[src/common/vid_regs_pkg.sv]
// =========================================================================
// video renderer register map
// register word indices, CPU address regions and RAM sizes, plus the
// configuration set that the renderer and the fetcher read
// =========================================================================
package vid_regs_pkg;

	// register word indices, regs region
	localparam int REG_FB_ADDR = 0;
	localparam int REG_FB_PITCH = 1;
	localparam int REG_LAYER_EN = 2;
	localparam int REG_TILE_OFF = 3;
	localparam int REG_VIDPOS = 4; // read only

	// byte bases of the CPU regions
	localparam logic [15:0] BASE_REGS = 16'h0000;
	localparam logic [15:0] BASE_PALETTE = 16'h1000;
	localparam logic [15:0] BASE_TILEMAP = 16'h2000;
	localparam logic [15:0] BASE_TILEMEM = 16'h4000;

	localparam int PAL_ENTRIES = 32; // 16 fb colours, then 16 tile colours
	localparam int MAP_ENTRIES = 256; // 16x16 map
	localparam int TILE_ROWS = 512; // 64 tiles of 8 rows

	typedef struct packed {
		logic [23:0] fb_addr; // word address of line 0
		logic [15:0] pitch; // in words
		logic [1:0] layer_en; // bit0 fb, bit1 tiles
		logic [15:0] tile_xoff;
		logic [15:0] tile_yoff;
	} vid_cfg_t;

	typedef struct packed {
		logic [8:0] line;
		logic [8:0] x;
	} render_pos_t;

endpackage

[src/common/vid_bus_pkg.sv]
// =========================================================================
// video renderer bus types
// framebuffer words, pixels, external memory and line buffer transfers
// =========================================================================
package vid_bus_pkg;

	// 8 pixels of 4 bits, pixel k in nibble k
	typedef logic [31:0] fb_word_t;

	typedef logic [23:0] rgb_t;

	typedef logic [5:0] tile_no_t;

	// memory read request, valid/ready handshake
	typedef struct packed {
		logic valid;
		logic [23:0] addr;
	} mem_req_t;

	// read data, in request order and without back-pressure
	typedef struct packed {
		logic valid;
		fb_word_t data;
	} mem_rsp_t;

	// one pixel into the external line buffer
	typedef struct packed {
		logic valid;
		logic [8:0] line;
		logic [8:0] x;
		rgb_t rgb;
	} lb_wr_t;

endpackage

[src/source/vid_apb_regs.sv]
// =========================================================================
// APB register slave
// configuration registers, CPU access to palette, tile map and tile
// memory, one wait state per access, error on unmapped or read-only
// =========================================================================
`timescale 1ns/1ps

module vid_apb_regs #(
	parameter int H_PIXELS = 64
) (
	input logic clk,
	input logic reset,
	input logic psel,
	input logic penable,
	input logic pwrite,
	input logic [15:0] paddr,
	input logic [31:0] pwdata,
	output logic [31:0] prdata,
	output logic pready,
	output logic pslverr,
	output vid_regs_pkg::vid_cfg_t cfg,
	input vid_regs_pkg::render_pos_t pos,
	output logic pal_we,
	output logic map_we,
	output logic tile_we,
	output logic [8:0] cpu_addr,
	output logic [31:0] cpu_wdata,
	input vid_bus_pkg::rgb_t pal_q,
	input vid_bus_pkg::tile_no_t map_q,
	input vid_bus_pkg::fb_word_t tile_q
);
	import vid_regs_pkg::*;

	logic [9:0] reg_idx;
	logic reg_ok;
	logic pal_ok;
	logic map_ok;
	logic tile_ok;
	logic err;
	logic access1;
	logic wr_ok;
	logic [31:0] rdata;

	assign reg_idx = paddr[11:2];

	// region decode, then bound check inside the region
	assign reg_ok = (paddr[15:12] == BASE_REGS[15:12]) && (reg_idx <= REG_VIDPOS);
	assign pal_ok = (paddr[15:12] == BASE_PALETTE[15:12]) && (paddr[11:2] < PAL_ENTRIES);
	assign map_ok = (paddr[15:13] == BASE_TILEMAP[15:13]) && (paddr[12:2] < MAP_ENTRIES);
	assign tile_ok = (paddr[15:14] == BASE_TILEMEM[15:14]) && (paddr[13:2] < TILE_ROWS);

	assign err = !(reg_ok || pal_ok || map_ok || tile_ok) ||
		(reg_ok && reg_idx == REG_VIDPOS && pwrite);

	assign access1 = psel && penable && !pready; // first access cycle
	assign wr_ok = access1 && pwrite && !err;

	// RAM port A, address held for the whole access
	assign cpu_addr = paddr[10:2];
	assign cpu_wdata = pwdata;
	assign pal_we = wr_ok && pal_ok;
	assign map_we = wr_ok && map_ok;
	assign tile_we = wr_ok && tile_ok;

	always_ff @(posedge clk) begin
		if (reset) begin
			pready <= 1'b0;
			cfg <= '{
				fb_addr: '0,
				pitch: 16'(H_PIXELS / 8),
				layer_en: '0,
				tile_xoff: '0,
				tile_yoff: '0
			};
		end else begin
			pready <= access1;
			if (wr_ok && reg_ok) begin
				case (reg_idx)
					REG_FB_ADDR: cfg.fb_addr <= pwdata[23:0];
					REG_FB_PITCH: cfg.pitch <= pwdata[15:0];
					REG_LAYER_EN: cfg.layer_en <= pwdata[1:0];
					REG_TILE_OFF: begin
						cfg.tile_xoff <= pwdata[15:0];
						cfg.tile_yoff <= pwdata[31:16];
					end
					default: ; // VIDPOS never gets here
				endcase
			end
		end
	end

	// read mux, RAM data is valid in the second cycle
	always_comb begin
		rdata = '0;
		if (reg_ok) begin
			case (reg_idx)
				REG_FB_ADDR: rdata = {8'h0, cfg.fb_addr};
				REG_FB_PITCH: rdata = {16'h0, cfg.pitch};
				REG_LAYER_EN: rdata = {30'h0, cfg.layer_en};
				REG_TILE_OFF: rdata = {cfg.tile_yoff, cfg.tile_xoff};
				REG_VIDPOS: rdata = {7'h0, pos.line, 7'h0, pos.x};
				default: rdata = '0;
			endcase
		end else if (pal_ok) begin
			rdata = {8'h0, pal_q};
		end else if (map_ok) begin
			rdata = {26'h0, map_q};
		end else if (tile_ok) begin
			rdata = tile_q;
		end
	end

	assign prdata = pready ? rdata : '0;
	assign pslverr = pready && err;

	// access phase only after a setup phase
	a_apb_setup: assert property (@(posedge clk) disable iff (reset)
		$rose(penable) |-> psel && $past(psel));

endmodule

[config.mk]
export PLATFORM = sky130hd
export DESIGN_NAME = vid_apb_regs
export DESIGN_NICKNAME = d
export VERILOG_FILES = /design/src/common/vid_regs_pkg.sv /design/src/common/vid_bus_pkg.sv /design/src/source/vid_apb_regs.sv
export SDC_FILE = /design/constraint.sdc
export NUM_CORES = 1
export LEC_CHECK = 0
export BUFFER_PORTS_ARGS = -buffer_cell sky130_fd_sc_hd__buf_4
export CORE_MARGIN = 1
export CORE_UTILIZATION = 41
export CTS_BUF_LIST = sky130_fd_sc_hd__clkbuf_4 sky130_fd_sc_hd__clkbuf_8
export DETAILED_ROUTE_END_ITERATION = 7
export PLACE_DENSITY = 0.83
export SLEW_MARGIN = 20
export SYNTH_ARGS = -nofsm -noshare
export SYNTH_HDL_FRONTEND = slang
export SYNTH_SLANG_ARGS = --single-unit
[constraint.sdc]
create_clock -name clk -period 3.67 [get_ports clk]
set_clock_uncertainty 0.2 [all_clocks]
set_input_delay 1.101 -clock clk [delete_from_list [all_inputs] [get_ports clk]]
set_output_delay 1.101 -clock clk [all_outputs]
set_load 0.03 [all_outputs]
==> results of run 1 <==
## logic make-up after synthesis
kind of cell | share of synthesized area (%)
AND/OR/NAND/NOR | 24.9
AO/OA/AOI/OAI | 19.4
buffers and inverters | 11.6
flip-flops | 31.1
multiplexers | 12.9
## cell usage in the layout, fill, tap and decap left out, types with 7 or more instances in the layout
| cell type | Yosys | routed |
|---|---|---|
| nor2_4 | 0 | 9 |
| a21oi_1 | 29 | 28 |
| nand2_1 | 10 | 8 |
| mux2_2 | 14 | 14 |
| dfxtp_1 | 75 | 75 |
| nand2b_1 | 63 | 63 |
| nand4b_1 | 17 | 17 |
| buf_6 | 2 | 48 |
| a222oi_1 | 12 | 12 |
| nand4_1 | 29 | 29 |
| o21ai_1 | 9 | 9 |
| buf_4 | 41 | 310 |
| o21ai_0 | 43 | 42 |
| a221o_2 | 0 | 7 |
| a22oi_2 | 0 | 15 |
| mux2i_1 | 42 | 42 |
| nand3_1 | 17 | 15 |
| clkbuf_8 | 1 | 10 |
| a211oi_2 | 0 | 7 |
## critical path: stages
cell and delay (ps):
buf_8 110, or4_4 600, nor3_4 210, buf_12 170, buf_12 140, a22oi_2 70
o2bb2ai_2 160, buf_6 150
## power groups by stage
stage	Combinational [mW]	Clock, mW	Sequential (mW)
after floorplan	0.189	0	0.834
after global placement	0.375	0	0.833
after detailed placement	0.381	0	0.834
after CTS	0.394	0.651	0.815
after global routing	0.424	0.693	0.815
final	0.408	0.647	0.815
## synthesized netlist by cell type (all sizes together) (2+ instances only)
| master | instances | area, µm² |
|---|---|---|
| and4b | 2 | 20.0 |
| nor4 | 5 | 73.8 |
| a221o | 7 | 70.1 |
| mux2 | 14 | 158 |
| buf | 60 | 414 |
| a21oi | 29 | 145 |
| o21ai | 52 | 260 |
| o22ai | 9 | 56.3 |
| and2 | 6 | 38.8 |
| mux4 | 2 | 45.0 |
| nor3 | 3 | 26.3 |
| or4 | 4 | 30.0 |
| nand2 | 11 | 43.8 |
| a222oi | 12 | 120 |
| nand4 | 29 | 181 |
| o2bb2ai | 7 | 61.3 |
| dfxtp | 75 | 1500 |
| or2 | 2 | 12.5 |
| nand3 | 17 | 85.1 |
| nor2b | 2 | 12.5 |
| a211oi | 7 | 52.6 |
| and4 | 2 | 18.8 |
| nand4b | 17 | 149 |
| nor2 | 15 | 58.8 |
| a22oi | 17 | 128 |
| clkbuf | 34 | 138 |
| mux2i | 42 | 420 |
| and3 | 4 | 26.3 |
| nand2b | 63 | 394 |
| a32o | 2 | 20.0 |
## layer usage
layer | routed length (µm) | share of wire (%)
met5 | 0 | 0
met4 | 650 | 3.1
met3 | 1650 | 7.8
met2 | 10800 | 51
met1 | 8070 | 38
## sequential cells by signal, summed over array words and instances, names as in the netlist
name and cells:
cfg 74, pready 1
## per-stage QoR
stage / std cells / TNS (ps) / setup slack, ps / area (µm²) / power (mW)
after floorplan: 560 / -4270 / -248 / 5200 / 1.02
after CTS: 992 / -8850 / -400 / 8160 / 1.86
after global placement: 967 / -10820 / -434 / 7590 / 1.21
final: 993 / -8340 / -341 / 8230 / 1.87
after detailed placement: 967 / -10700 / -436 / 7590 / 1.21
after global routing: 993 / -10380 / -373 / 8230 / 1.93
## path summary, 6_finish.rpt
| kind | start | to | cells after the start |
|---|---|---|---|
| hold / removal | cfg[49]$_SDFFE_PP0P_ | cfg[49]$_SDFFE_PP0P_ | 2 |
| setup / recovery | paddr[13] | prdata[9] | 8 |
| hold reg to reg | cfg[49]$_SDFFE_PP0P_ | cfg[49]$_SDFFE_PP0P_ | 2 |
| setup reg to reg | pready$_SDFF_PP0_ | cfg[21]$_SDFFE_PP0P_ | 4 |
## layout make-up
type                       instances  area [µm²]
fill                             841        3180
timing repair buffer             369        3080
inverter                           2        7.51
multi-input combinational        389        3270
sequential                        75        1500
tap                              143         179
clock buffer                      10         138
clock inverter                     5        53.8
## what timing repair did
action | 4_1_cts | 5_1_grt
hold buffers | 0 | 0
cloned | 2 | 0
buffers inserted | 10 | 5
pin swaps | 22 | 29
gates resized for setup | 67 | 23
setup endpoints to repair | 35 | 35
==> metrics.txt, run 1 <==
# TYPE chip_impl_metric gauge
chip_impl_metric{name="final-setup-viol-count",unit=""} 34
chip_impl_metric{name="shortest_clock_period_the_worst_path_allows_after_layout",unit="ps"} 4010
chip_impl_metric{name="post_drt_wl_per_cell",unit="µm"} 21.3
chip_impl_info{name="clockRootBuffer",value="clkbuf_8"} 1
chip_impl_metric{name="syn_nets",unit=""} 693
chip_impl_metric{name="floorplan.die.width",unit="µm"} 110
chip_impl_metric{name="report.final.hold_viol_count",unit=""} 0
chip_impl_metric{name="cp.required",unit="ps"} 2370
chip_impl_metric{name="post_synth_inst_count",unit=""} 560
chip_impl_metric{name="grt_remaining_overflow",unit=""} 0
chip_impl_info{name="rsz0062_at_grt",value="yes"} 1
chip_impl_metric{name="worst-endpoint-arrival",unit="ps"} 2710
chip_impl_info{name="timing.critical_path.from_type",value="primary input"} 1
chip_impl_info{name="status",value="finished, violations left"} 1
chip_impl_metric{name="routabilityCongestion",unit=""} 0.889
chip_impl_metric{name="ys_seq_elements",unit=""} 75
chip_impl_metric{name="internal_power",unit="mW"} 1.34
chip_impl_metric{name="cellPowerDensity",unit="nW/µm²"} 227
chip_impl_metric{name="fp.coreArea",unit="µm²"} 11400
chip_impl_metric{name="grt.met1_usage",unit="%"} 39.5
chip_impl_metric{name="first_pass_iters",unit=""} 8
chip_impl_metric{name="layout.core_utilization",unit="%"} 72.1
chip_impl_metric{name="syn_area",unit="µm²"} 4820
chip_impl_info{name="worst-setup-path-type",value="in -> out"} 1
chip_impl_metric{name="gr-usage-met3",unit="%"} 6.15
chip_impl_metric{name="hold_ws",unit="ps"} 298
chip_impl_metric{name="io_buffers",unit=""} 282
chip_impl_metric{name="p_leak",unit="nW"} 3.44
chip_impl_metric{name="clock_power_share",unit="%"} 34.6
chip_impl_metric{name="clock-sinks",unit=""} 75
chip_impl_metric{name="postLayoutSetupSlackWorst",unit="ps"} -341
chip_impl_metric{name="critPathMaxFanout",unit=""} 8
chip_impl_metric{name="yosys_warnings",unit=""} 0
chip_impl_metric{name="ctsLongestPathBuffers",unit=""} 2
chip_impl_metric{name="maxClockFrequency",unit="GHz"} 0.249
chip_impl_metric{name="maxSlewHeadroom",unit="%"} 42.4
chip_impl_metric{name="grt_antenna_before_repair",unit=""} 0
chip_impl_metric{name="seqPwrFrac",unit="%"} 43.6
chip_impl_metric{name="finalNetCount",unit=""} 979
chip_impl_metric{name="drt_first_iter_violations",unit=""} 534
chip_impl_metric{name="synth_edf_count",unit=""} 0
chip_impl_metric{name="drt_wl_total",unit="µm"} 21200
chip_impl_metric{name="detailedPlacementHpwl",unit="µm"} 15100
chip_impl_metric{name="routed_via_density",unit=""} 5.88
chip_impl_metric{name="clk_pin_slew_worst_paths",unit="ps"} 80
chip_impl_metric{name="track_usage",unit="%"} 33.1
chip_impl_metric{name="yosys.cell_types.count",unit=""} 53
chip_impl_metric{name="fp-row-count",unit=""} 39
chip_impl_metric{name="drv_slew",unit=""} 0
chip_impl_info{name="violated_checks",value="setup timing"} 1
chip_impl_info{name="clock_tree_from_tritoncts",value="built"} 1
chip_impl_info{name="grt-busiest-layer",value="met2"} 1
chip_impl_metric{name="h-tree-depth",unit=""} 3
chip_impl_metric{name="syn2layout_area_growth",unit="%"} 70.7
chip_impl_metric{name="die_h",unit="µm"} 110
chip_impl_metric{name="power.ir.vdd_worst",unit="µV"} 174
chip_impl_metric{name="grt_use_met2",unit="%"} 58.6
chip_impl_metric{name="timing.reg2reg.setup_slack",unit="ps"} 1430
chip_impl_metric{name="post_route_cells_drive_above_1_share",unit="%"} 57.3
chip_impl_info{name="critPathCaptureType",value="primary output"} 1
chip_impl_metric{name="routed-via-count",unit=""} 5840
chip_impl_metric{name="avgSynthCellArea",unit="µm²"} 8.62
chip_impl_metric{name="antenna_cells",unit=""} 0
chip_impl_metric{name="grt_first_pass_wirelength",unit="µm"} 32000
chip_impl_metric{name="worstSkewPairLatency",unit="ps"} 350
chip_impl_metric{name="ys_seq_area_share",unit="%"} 31.1
chip_impl_info{name="synth_flop_cell",value="dfxtp_1"} 1
chip_impl_metric{name="power.net_switching",unit="mW"} 0.530
chip_impl_metric{name="tritoncts.num_buffers",unit=""} 9
chip_impl_metric{name="worst_slew_pin_slew",unit="ps"} 864
chip_impl_metric{name="io_pins",unit=""} 285
chip_impl_metric{name="power.switching_fraction",unit="%"} 28.4
chip_impl_metric{name="power_frac_comb",unit="%"} 21.8
chip_impl_metric{name="starting_utilization_of_the_core_area",unit="%"} 42.3
chip_impl_info{name="worstHoldPathType",value="reg -> reg"} 1
chip_impl_metric{name="first_global_vias",unit=""} 5790
chip_impl_metric{name="async_reset_ff_share",unit="%"} 0
chip_impl_metric{name="cap_viol_max_count",unit=""} 0
chip_impl_metric{name="final_antenna_net_count",unit=""} 0
chip_impl_metric{name="post-route-period-util",unit="%"} 109
chip_impl_metric{name="post-route-drc-count",unit=""} 0
chip_impl_metric{name="pin_count_of_the_biggest_net_entering_global_routing",unit=""} 109
chip_impl_metric{name="die_area",unit="µm²"} 12200
No activity file was read; power rests on OpenSTA's default activity.
==> inputs of run 2 (changes only) <==
Settings changed: ABC_AREA set to 1, CORE_AREA set to 2 2 110 112, CORE_MARGIN 1 to not set, CORE_UTILIZATION 41 to not set, DIE_AREA set to 0 0 112 114.
==> run 2 against run 1 <==
Effect of this change:
- power shrank 2.9%
- critical path depth up 5
- the flow still finishes with violations (setup timing)
- highest routed layer unchanged
- setup slack better by 6.3 ps
- synthesized cell count increased by 29%
- synthesized area is 3.0% lower
- first-iteration DRC count up 6.4%
- wire length rose by 3.4%
- die area up 4.6%
==> metrics.txt, run 2 <==
# TYPE chip_impl_metric gauge
chip_impl_info{name="status",value="finished, violations left"} 1
chip_impl_info{name="violated_checks",value="setup timing"} 1
chip_impl_info{name="netlist_top_cells_area",value="dfxtp_1 32%, nor2_1 14%, nand2_1 13%"} 1
chip_impl_info{name="cpMostUsedCell",value="buf_6"} 1
chip_impl_info{name="top_library_cells_by_usage_in_the_layout_fill_and_taps_aside",value="299 x buf_4, 155 x nor2_1, 132 x nand2_1, 75 x dfxtp_1, 53 x buf_6"} 1
chip_impl_metric{name="drt_wl_total",unit="µm"} 21900
chip_impl_metric{name="p_total",unit="mW"} 1.81
chip_impl_metric{name="maxClockFrequency",unit="GHz"} 0.250
chip_impl_metric{name="floorplan.die.width",unit="µm"} 112
chip_impl_metric{name="clock-sinks",unit=""} 75
chip_impl_info{name="grt-busiest-layer",value="met2"} 1
chip_impl_metric{name="die_area",unit="µm²"} 12800
chip_impl_info{name="synth_flop_cell",value="dfxtp_1"} 1
chip_impl_metric{name="pin_count_of_the_biggest_net_entering_global_routing",unit=""} 75
chip_impl_metric{name="maxSlewHeadroom",unit="%"} 38.6
chip_impl_metric{name="gr-usage-met3",unit="%"} 6.27
chip_impl_metric{name="min_path_cells",unit=""} 2
chip_impl_metric{name="ys_seq_elements",unit=""} 75
chip_impl_metric{name="grt_remaining_overflow",unit=""} 0
chip_impl_metric{name="finalInstanceArea",unit="µm²"} 8300
chip_impl_metric{name="io_pins",unit=""} 285
chip_impl_metric{name="cap_viol_max_count",unit=""} 0
chip_impl_info{name="rsz0062_at_grt",value="yes"} 1
chip_impl_metric{name="largest_reg_flops",unit=""} 74
chip_impl_metric{name="critical_path_depth",unit=""} 13
chip_impl_metric{name="place_inst",unit=""} 1134
chip_impl_info{name="top_regs",value="cfg (74), pready (1)"} 1
chip_impl_metric{name="synth_top_area_share",unit="%"} 32.1
chip_impl_metric{name="critPathMaxFanout",unit=""} 8
chip_impl_metric{name="stdcell_count",unit=""} 1166
chip_impl_metric{name="worstSkewPairLatency",unit="ps"} 350
chip_impl_metric{name="antenna_cells",unit=""} 0
chip_impl_info{name="clockRootBuffer",value="clkbuf_8"} 1
chip_impl_info{name="netlist.top_cell.by_area",value="dfxtp_1"} 1
chip_impl_info{name="max_flop_register",value="cfg"} 1
chip_impl_metric{name="report.final.hold_viol_count",unit=""} 0
chip_impl_metric{name="grt.met1_usage",unit="%"} 38.3
chip_impl_metric{name="shortest_clock_period_the_worst_path_allows_after_layout",unit="ps"} 4010
chip_impl_info{name="timing.critical_path.from_type",value="primary input"} 1
chip_impl_info{name="clock_tree_from_tritoncts",value="built"} 1
chip_impl_info{name="mostFrequentLayoutCell",value="buf_4"} 1
chip_impl_metric{name="routabilityCongestion",unit=""} 0.919
chip_impl_metric{name="drt_first_iter_violations",unit=""} 568
chip_impl_metric{name="grt_antenna_before_repair",unit=""} 0
chip_impl_metric{name="placed_area",unit="µm²"} 7340
chip_impl_metric{name="fp-row-count",unit=""} 40
chip_impl_metric{name="avgSynthCellArea",unit="µm²"} 6.47
chip_impl_metric{name="routed_via_density",unit=""} 5.51
chip_impl_info{name="worstHoldPathType",value="reg -> reg"} 1
chip_impl_metric{name="track_usage",unit="%"} 32.0
chip_impl_metric{name="first_pass_iters",unit=""} 6
chip_impl_metric{name="clk_pin_slew_worst_paths",unit="ps"} 70
chip_impl_metric{name="first_global_vias",unit=""} 6103
chip_impl_metric{name="layout.core_utilization",unit="%"} 70.8
chip_impl_metric{name="h-tree-depth",unit=""} 3
chip_impl_info{name="cpMaxStageDelayCell",value="nor2_4"} 1
chip_impl_metric{name="finalSetupTns",unit="ps"} -8320
chip_impl_metric{name="cp.required",unit="ps"} 2370
chip_impl_info{name="critical_path.cell_chain",value="buf_6 > inv_1 > nand2_2 > nor2_4 > nand2_8 > nor2_4 > buf_12 > buf_6 > nand2_2 > nand4_1 > nor2_2 > a211oi_4 > buf_6"} 1
chip_impl_metric{name="finalNetCount",unit=""} 1148
chip_impl_metric{name="hold_ws",unit="ps"} 340
chip_impl_metric{name="ys_seq_area_share",unit="%"} 32.1
chip_impl_metric{name="worst-endpoint-arrival",unit="ps"} 2700
chip_impl_metric{name="async_reset_ff_share",unit="%"} 0
chip_impl_info{name="library_cell_with_the_highest_instance_count_after_synthesis",value="nor2_1"} 1
chip_impl_metric{name="yosys_warnings",unit=""} 0
chip_impl_metric{name="syn2layout_area_growth",unit="%"} 77.2
chip_impl_metric{name="grt_first_pass_wirelength",unit="µm"} 32100
chip_impl_metric{name="starting_utilization_of_the_core_area",unit="%"} 40.0
chip_impl_metric{name="yosys.cell_types.count",unit=""} 28
chip_impl_metric{name="final-setup-viol-count",unit=""} 36
chip_impl_metric{name="post_drt_wl_per_cell",unit="µm"} 18.8
chip_impl_metric{name="syn_area",unit="µm²"} 4680
chip_impl_metric{name="io_buffers",unit=""} 282
chip_impl_metric{name="final_antenna_net_count",unit=""} 0
chip_impl_metric{name="post-route-period-util",unit="%"} 109
chip_impl_metric{name="ctsHoldBuffers",unit=""} 0
chip_impl_metric{name="worst_slew_pin_slew",unit="ps"} 921
chip_impl_metric{name="postLayoutSetupSlackWorst",unit="ps"} -335
chip_impl_info{name="critPathCaptureType",value="primary output"} 1
chip_impl_metric{name="syn_nets",unit=""} 857
chip_impl_metric{name="tritoncts.num_buffers",unit=""} 9
chip_impl_metric{name="routed-via-count",unit=""} 6428
chip_impl_metric{name="die_h",unit="µm"} 114
chip_impl_metric{name="detailedPlacementHpwl",unit="µm"} 14500
chip_impl_metric{name="critical_path.max_stage_delay",unit="ps"} 200
chip_impl_metric{name="cellPowerDensity",unit="nW/µm²"} 219
chip_impl_info{name="worst-setup-path-type",value="in -> out"} 1
chip_impl_metric{name="r2r.worst_path.cells",unit=""} 10
chip_impl_metric{name="grt_use_met2",unit="%"} 54.9
chip_impl_metric{name="synth_edf_count",unit=""} 0
chip_impl_info{name="cpLargestDelayFamily",value="simple AND/OR/NAND/NOR gates"} 1
chip_impl_metric{name="ctsLongestPathBuffers",unit=""} 2
chip_impl_metric{name="dp_worst_setup_slack",unit="ps"} -339
chip_impl_metric{name="p_leak",unit="nW"} 3.83
chip_impl_metric{name="power.ir.vdd_worst",unit="µV"} 158
chip_impl_metric{name="post_synth_inst_count",unit=""} 724
chip_impl_metric{name="post_route_cells_drive_above_1_share",unit="%"} 49.7
chip_impl_metric{name="drv_slew",unit=""} 0
chip_impl_metric{name="post-route-drc-count",unit=""} 0
chip_impl_metric{name="number_of_buffer_and_inverter_stages_on_the_critical_path",unit=""} 5
chip_impl_metric{name="fp.coreArea",unit="µm²"} 11700
chip_impl_info{name="synth.cells.most_frequent",value="178 x nor2_1, 156 x nand2_1, 75 x dfxtp_1, 44 x buf_4, 41 x o21bai_1"} 1
[run 2: path summary, 6_finish.rpt]
| check | from | endpoint | slack, ps |
|---|---|---|---|
| worst max-delay path | paddr[6] | prdata[3] | -340 |
| worst min-delay path | cfg[1]$_SDFFE_PP0P_ | cfg[1]$_SDFFE_PP0P_ | 340 |
| worst max register to register | pready$_SDFF_PP0_ | cfg[3]$_SDFFE_PP0P_ | 850 |
| worst min register to register | cfg[1]$_SDFFE_PP0P_ | cfg[1]$_SDFFE_PP0P_ | 340 |
[run 2: final cells by class]
| cell class | instances | area [µm²] |
|---|---|---|
| Tap cell | 147 | 184 |
| Multi-Input combinational cell | 530 | 3200 |
| Sequential cell | 75 | 1500 |
| Inverter | 35 | 146 |
| Clock buffer | 13 | 166 |
| Clock inverter | 2 | 35.0 |
| Fill cell | 861 | 3410 |
| Timing Repair Buffer | 364 | 3060 |
[run 2: power breakdown]
| part | switching, mW | leakage (nW) | total [mW] | internal, mW |
|---|---|---|---|---|
| sequential | 0.00108 | 0.604 | 0.814 | 0.813 |
| clock | 0.310 | 0.106 | 0.672 | 0.362 |
| combinational | 0.172 | 3.12 | 0.328 | 0.155 |
| total | 0.484 | 3.83 | 1.81 | 1.33 |
[run 2: logic make-up after synthesis]
family	after synthesis	synth area share [%]
flops	75	32.1
simple gates	390	34.1
compound gates	140	19.6
buf+inv	119	14.2
[run 2: per-layer routing]
metal,up-vias,routed length (µm)
li1,2893,-
met4,0,920
met5,-,0
met3,85,2020
met2,452,10700
met1,2998,8210
[run 2: worst register-to-register path: stages, from the launching register on]
cell and delay (ps):
dfxtp_1 400, inv_2 380, nand3_1 260, nor2_1 300, nand3_4 170, buf_4 180
buf_4 130, nor2_4 100, inv_2 290, nor2_1 250, nor2_1 80
[run 2: timing repair]
| item | 4_1_cts | 5_1_grt |
|---|---|---|
| endpoints found under the hold margin | 0 | 0 |
| pin swaps | 37 | 21 |
| resized for setup | 139 | 32 |
| endpoints found under the setup margin | 36 | 36 |
| gates cloned | 1 | 0 |
| setup buffers | 16 | 4 |
==> inputs of run 3 (changes only) <==
Settings changed: PLACE_DENSITY 0.83 to 0.81.
==> run 3 against run 2 <==
Effect of this change:
- the flow still finishes with violations (setup timing)
- design area decreased by 0.75%
- utilization decreased by 0.53 points
- sequential share of layout area increased by 0.14 points
- setup slack improved by 76 ps
- count of clock-buffer cells in the layout decreased by 2
- wire length decreased by 2.2%
- worst hold slack got worse by 8.6 ps
- power increased by 6.7%
- clock power increased by 20%
- cell count unchanged
- critical endpoint is now prdata[5]
==> metrics.txt, run 3 (synthesis gave the netlist of run 2 again) <==
# TYPE chip_impl_metric gauge
chip_impl_metric{name="io_pins",unit=""} 285
chip_impl_info{name="clockRootBuffer",value="clkbuf_8"} 1
chip_impl_metric{name="worst_slew_pin_slew",unit="ps"} 977
chip_impl_metric{name="die_h",unit="µm"} 114
chip_impl_metric{name="fp-row-count",unit=""} 40
chip_impl_metric{name="grt.met1_usage",unit="%"} 40.2
chip_impl_metric{name="clock_power_share",unit="%"} 41.5
chip_impl_metric{name="worstSkewPairLatency",unit="ps"} 350
chip_impl_metric{name="worst-endpoint-arrival",unit="ps"} 2630
chip_impl_metric{name="grt_remaining_overflow",unit=""} 0
chip_impl_metric{name="final-setup-viol-count",unit=""} 36
chip_impl_metric{name="power.switching_fraction",unit="%"} 25.5
chip_impl_metric{name="critPathMaxFanout",unit=""} 8
chip_impl_metric{name="routed_via_density",unit=""} 5.33
chip_impl_metric{name="post_drt_wl_per_cell",unit="µm"} 18.3
chip_impl_info{name="critPathCaptureType",value="primary output"} 1
chip_impl_metric{name="fp.coreArea",unit="µm²"} 11700
chip_impl_info{name="violated_checks",value="setup timing"} 1
chip_impl_metric{name="report.final.hold_viol_count",unit=""} 0
chip_impl_metric{name="post-route-drc-count",unit=""} 0
chip_impl_metric{name="post-route-period-util",unit="%"} 107
chip_impl_metric{name="cp.required",unit="ps"} 2370
chip_impl_info{name="clock_tree_from_tritoncts",value="built"} 1
chip_impl_metric{name="grt_antenna_before_repair",unit=""} 0
chip_impl_info{name="worstHoldPathType",value="reg -> reg"} 1
chip_impl_metric{name="starting_utilization_of_the_core_area",unit="%"} 40.0
chip_impl_metric{name="cap_viol_max_count",unit=""} 0
chip_impl_info{name="mostFrequentLayoutCell",value="buf_4"} 1
chip_impl_metric{name="first_global_vias",unit=""} 5708
chip_impl_metric{name="track_usage",unit="%"} 31.2
chip_impl_metric{name="clock-sinks",unit=""} 75
chip_impl_metric{name="p_total",unit="mW"} 1.94
chip_impl_metric{name="grt_first_pass_wirelength",unit="µm"} 31200
chip_impl_info{name="beginning_of_the_worst_hold_path",value="cfg[37]$_SDFFE_PP1P_"} 1
chip_impl_info{name="critical_path.startpoint",value="paddr[8]"} 1
chip_impl_metric{name="postLayoutSetupSlackWorst",unit="ps"} -259
chip_impl_info{name="rsz0062_at_grt",value="yes"} 1
chip_impl_info{name="timing.critical_path.from_type",value="primary input"} 1
chip_impl_info{name="grt-busiest-layer",value="met2"} 1
chip_impl_metric{name="clk_pin_slew_worst_paths",unit="ps"} 80
chip_impl_metric{name="grt_use_met2",unit="%"} 53.1
chip_impl_metric{name="drt_wl_total",unit="µm"} 21400
chip_impl_metric{name="io_buffers",unit=""} 282
chip_impl_metric{name="detailedPlacementHpwl",unit="µm"} 14800
chip_impl_metric{name="floorplan.die.width",unit="µm"} 112
chip_impl_metric{name="drv_slew",unit=""} 0
chip_impl_metric{name="routabilityCongestion",unit=""} 0.893
chip_impl_metric{name="shortest_clock_period_the_worst_path_allows_after_layout",unit="ps"} 3930
chip_impl_info{name="status",value="finished, violations left"} 1
chip_impl_info{name="top_library_cells_by_usage_in_the_layout_fill_and_taps_aside",value="296 x buf_4, 158 x nor2_1, 146 x nand2_1, 75 x dfxtp_1, 48 x buf_6"} 1
chip_impl_metric{name="die_area",unit="µm²"} 12800
chip_impl_metric{name="syn2layout_area_growth",unit="%"} 75.9
chip_impl_metric{name="maxSlewHeadroom",unit="%"} 34.8
chip_impl_metric{name="power_frac_comb",unit="%"} 16.4
chip_impl_metric{name="internal_power",unit="mW"} 1.44
chip_impl_metric{name="final_antenna_net_count",unit=""} 0
chip_impl_metric{name="h-tree-depth",unit=""} 3
chip_impl_info{name="top_regs",value="cfg (74), pready (1)"} 1
chip_impl_metric{name="power.ir.vdd_worst",unit="µV"} 152
chip_impl_metric{name="drt_first_iter_violations",unit=""} 556
chip_impl_metric{name="antenna_cells",unit=""} 0
chip_impl_info{name="max_flop_register",value="cfg"} 1
chip_impl_metric{name="post_route_cells_drive_above_1_share",unit="%"} 46.5
chip_impl_metric{name="power.net_switching",unit="mW"} 0.493
chip_impl_metric{name="p_leak",unit="nW"} 3.78
chip_impl_metric{name="finalNetCount",unit=""} 1148
chip_impl_metric{name="largest_reg_flops",unit=""} 74
chip_impl_metric{name="routed-via-count",unit=""} 6212
chip_impl_metric{name="ctsLongestPathBuffers",unit=""} 2
chip_impl_metric{name="maxClockFrequency",unit="GHz"} 0.255
chip_impl_info{name="critical_path.reg2reg.startpoint",value="pready$_SDFF_PP0_"} 1
chip_impl_metric{name="tritoncts.num_buffers",unit=""} 9
chip_impl_metric{name="gr-usage-met3",unit="%"} 5.15
chip_impl_metric{name="pin_count_of_the_biggest_net_entering_global_routing",unit=""} 42
chip_impl_info{name="worst-setup-path-type",value="in -> out"} 1
chip_impl_metric{name="cellPowerDensity",unit="nW/µm²"} 235
chip_impl_metric{name="seqPwrFrac",unit="%"} 42.1
chip_impl_metric{name="layout.core_utilization",unit="%"} 70.3
chip_impl_metric{name="first_pass_iters",unit=""} 5
chip_impl_metric{name="fill_cells",unit=""} 923
-- run 3: cell types whose count changed in the layout (fill, tap and decap cells not counted), moves of 6 or more --
cell     previous run  this run
nand2_2            18        12
a22oi_2             9         2
a22oi_1             8        15
buf_12              8        15
nand2_4            10         4
nand2_1           132       146
-- run 3: power by group through the flow --
stage	sequential (mW)	clock (mW)	combinational, mW
final	0.814	0.804	0.318
after global routing	0.814	0.833	0.332
after CTS	0.814	0.802	0.305
after detailed placement	0.833	0	0.295
after global placement	0.833	0	0.293
after floorplan	0.834	0	0.130
-- run 3: through the flow --
stage,std cells,area (µm²),setup TNS (ps),worst slack (ps),hold WS [ps]
2_1_floorplan,724,5020,-4.40,-4.40,401
3_3_place_gp,1134,7430,-6930,-276,309
3_5_place_dp,1134,7430,-7230,-285,317
4_1_cts,1156,8060,-4670,-207,331
5_1_grt,1166,8230,-8620,-319,359
6_report,1166,8230,-6200,-259,331
-- run 3: area by class of cell --
type                    instances  area, µm²  area share (%)
repair buffers                364       3160            38.4
multi-input cells             530       3010            36.5
flip-flops and latches         75       1500            18.2
well taps                     147        184            2.23
clock buffers                  11        145            1.76
inverters                      35        139            1.69
clock inverters                 4       98.8            1.20
-- run 3: worst paths after layout --
kind / endpoint / slack [ps] / cells after the start
worst min-delay path: cfg[37]$_SDFFE_PP1P_ / 330 / 2
worst max register to register: cfg[7]$_SDFFE_PP0P_ / 1370 / 10
worst max-delay path: prdata[5] / -260 / 13
worst min register to register: cfg[37]$_SDFFE_PP1P_ / 330 / 2
-- run 3: worst max-delay path: stages --
cell,delay [ps]
buf_6,100
nor2_4,110
nand2_2,80
inv_2,100
nand2_4,90
nor2_4,200
buf_12,160
nand2_1,50
nand4_1,70
nor2_1,40
buf_4,140
a211oi_4,210
buf_6,170
-- run 3: what timing repair did --
action                                  in CTS  in global routing
hold buffers                                 0                  0
cloned                                       3                  1
endpoints found under the setup margin      36                 36
pin swaps                                   16                 26
resized for setup                           72                 35
setup buffers                                5                 10
-- run 3: layer usage --
| layer | vias up | share of wire [%] |
|---|---|---|
| li1 | 2902 | - |
| met1 | 2908 | 40 |
| met2 | 360 | 49 |
| met3 | 42 | 8.1 |
| met4 | 0 | 2.6 |
| met5 | - | 0 |
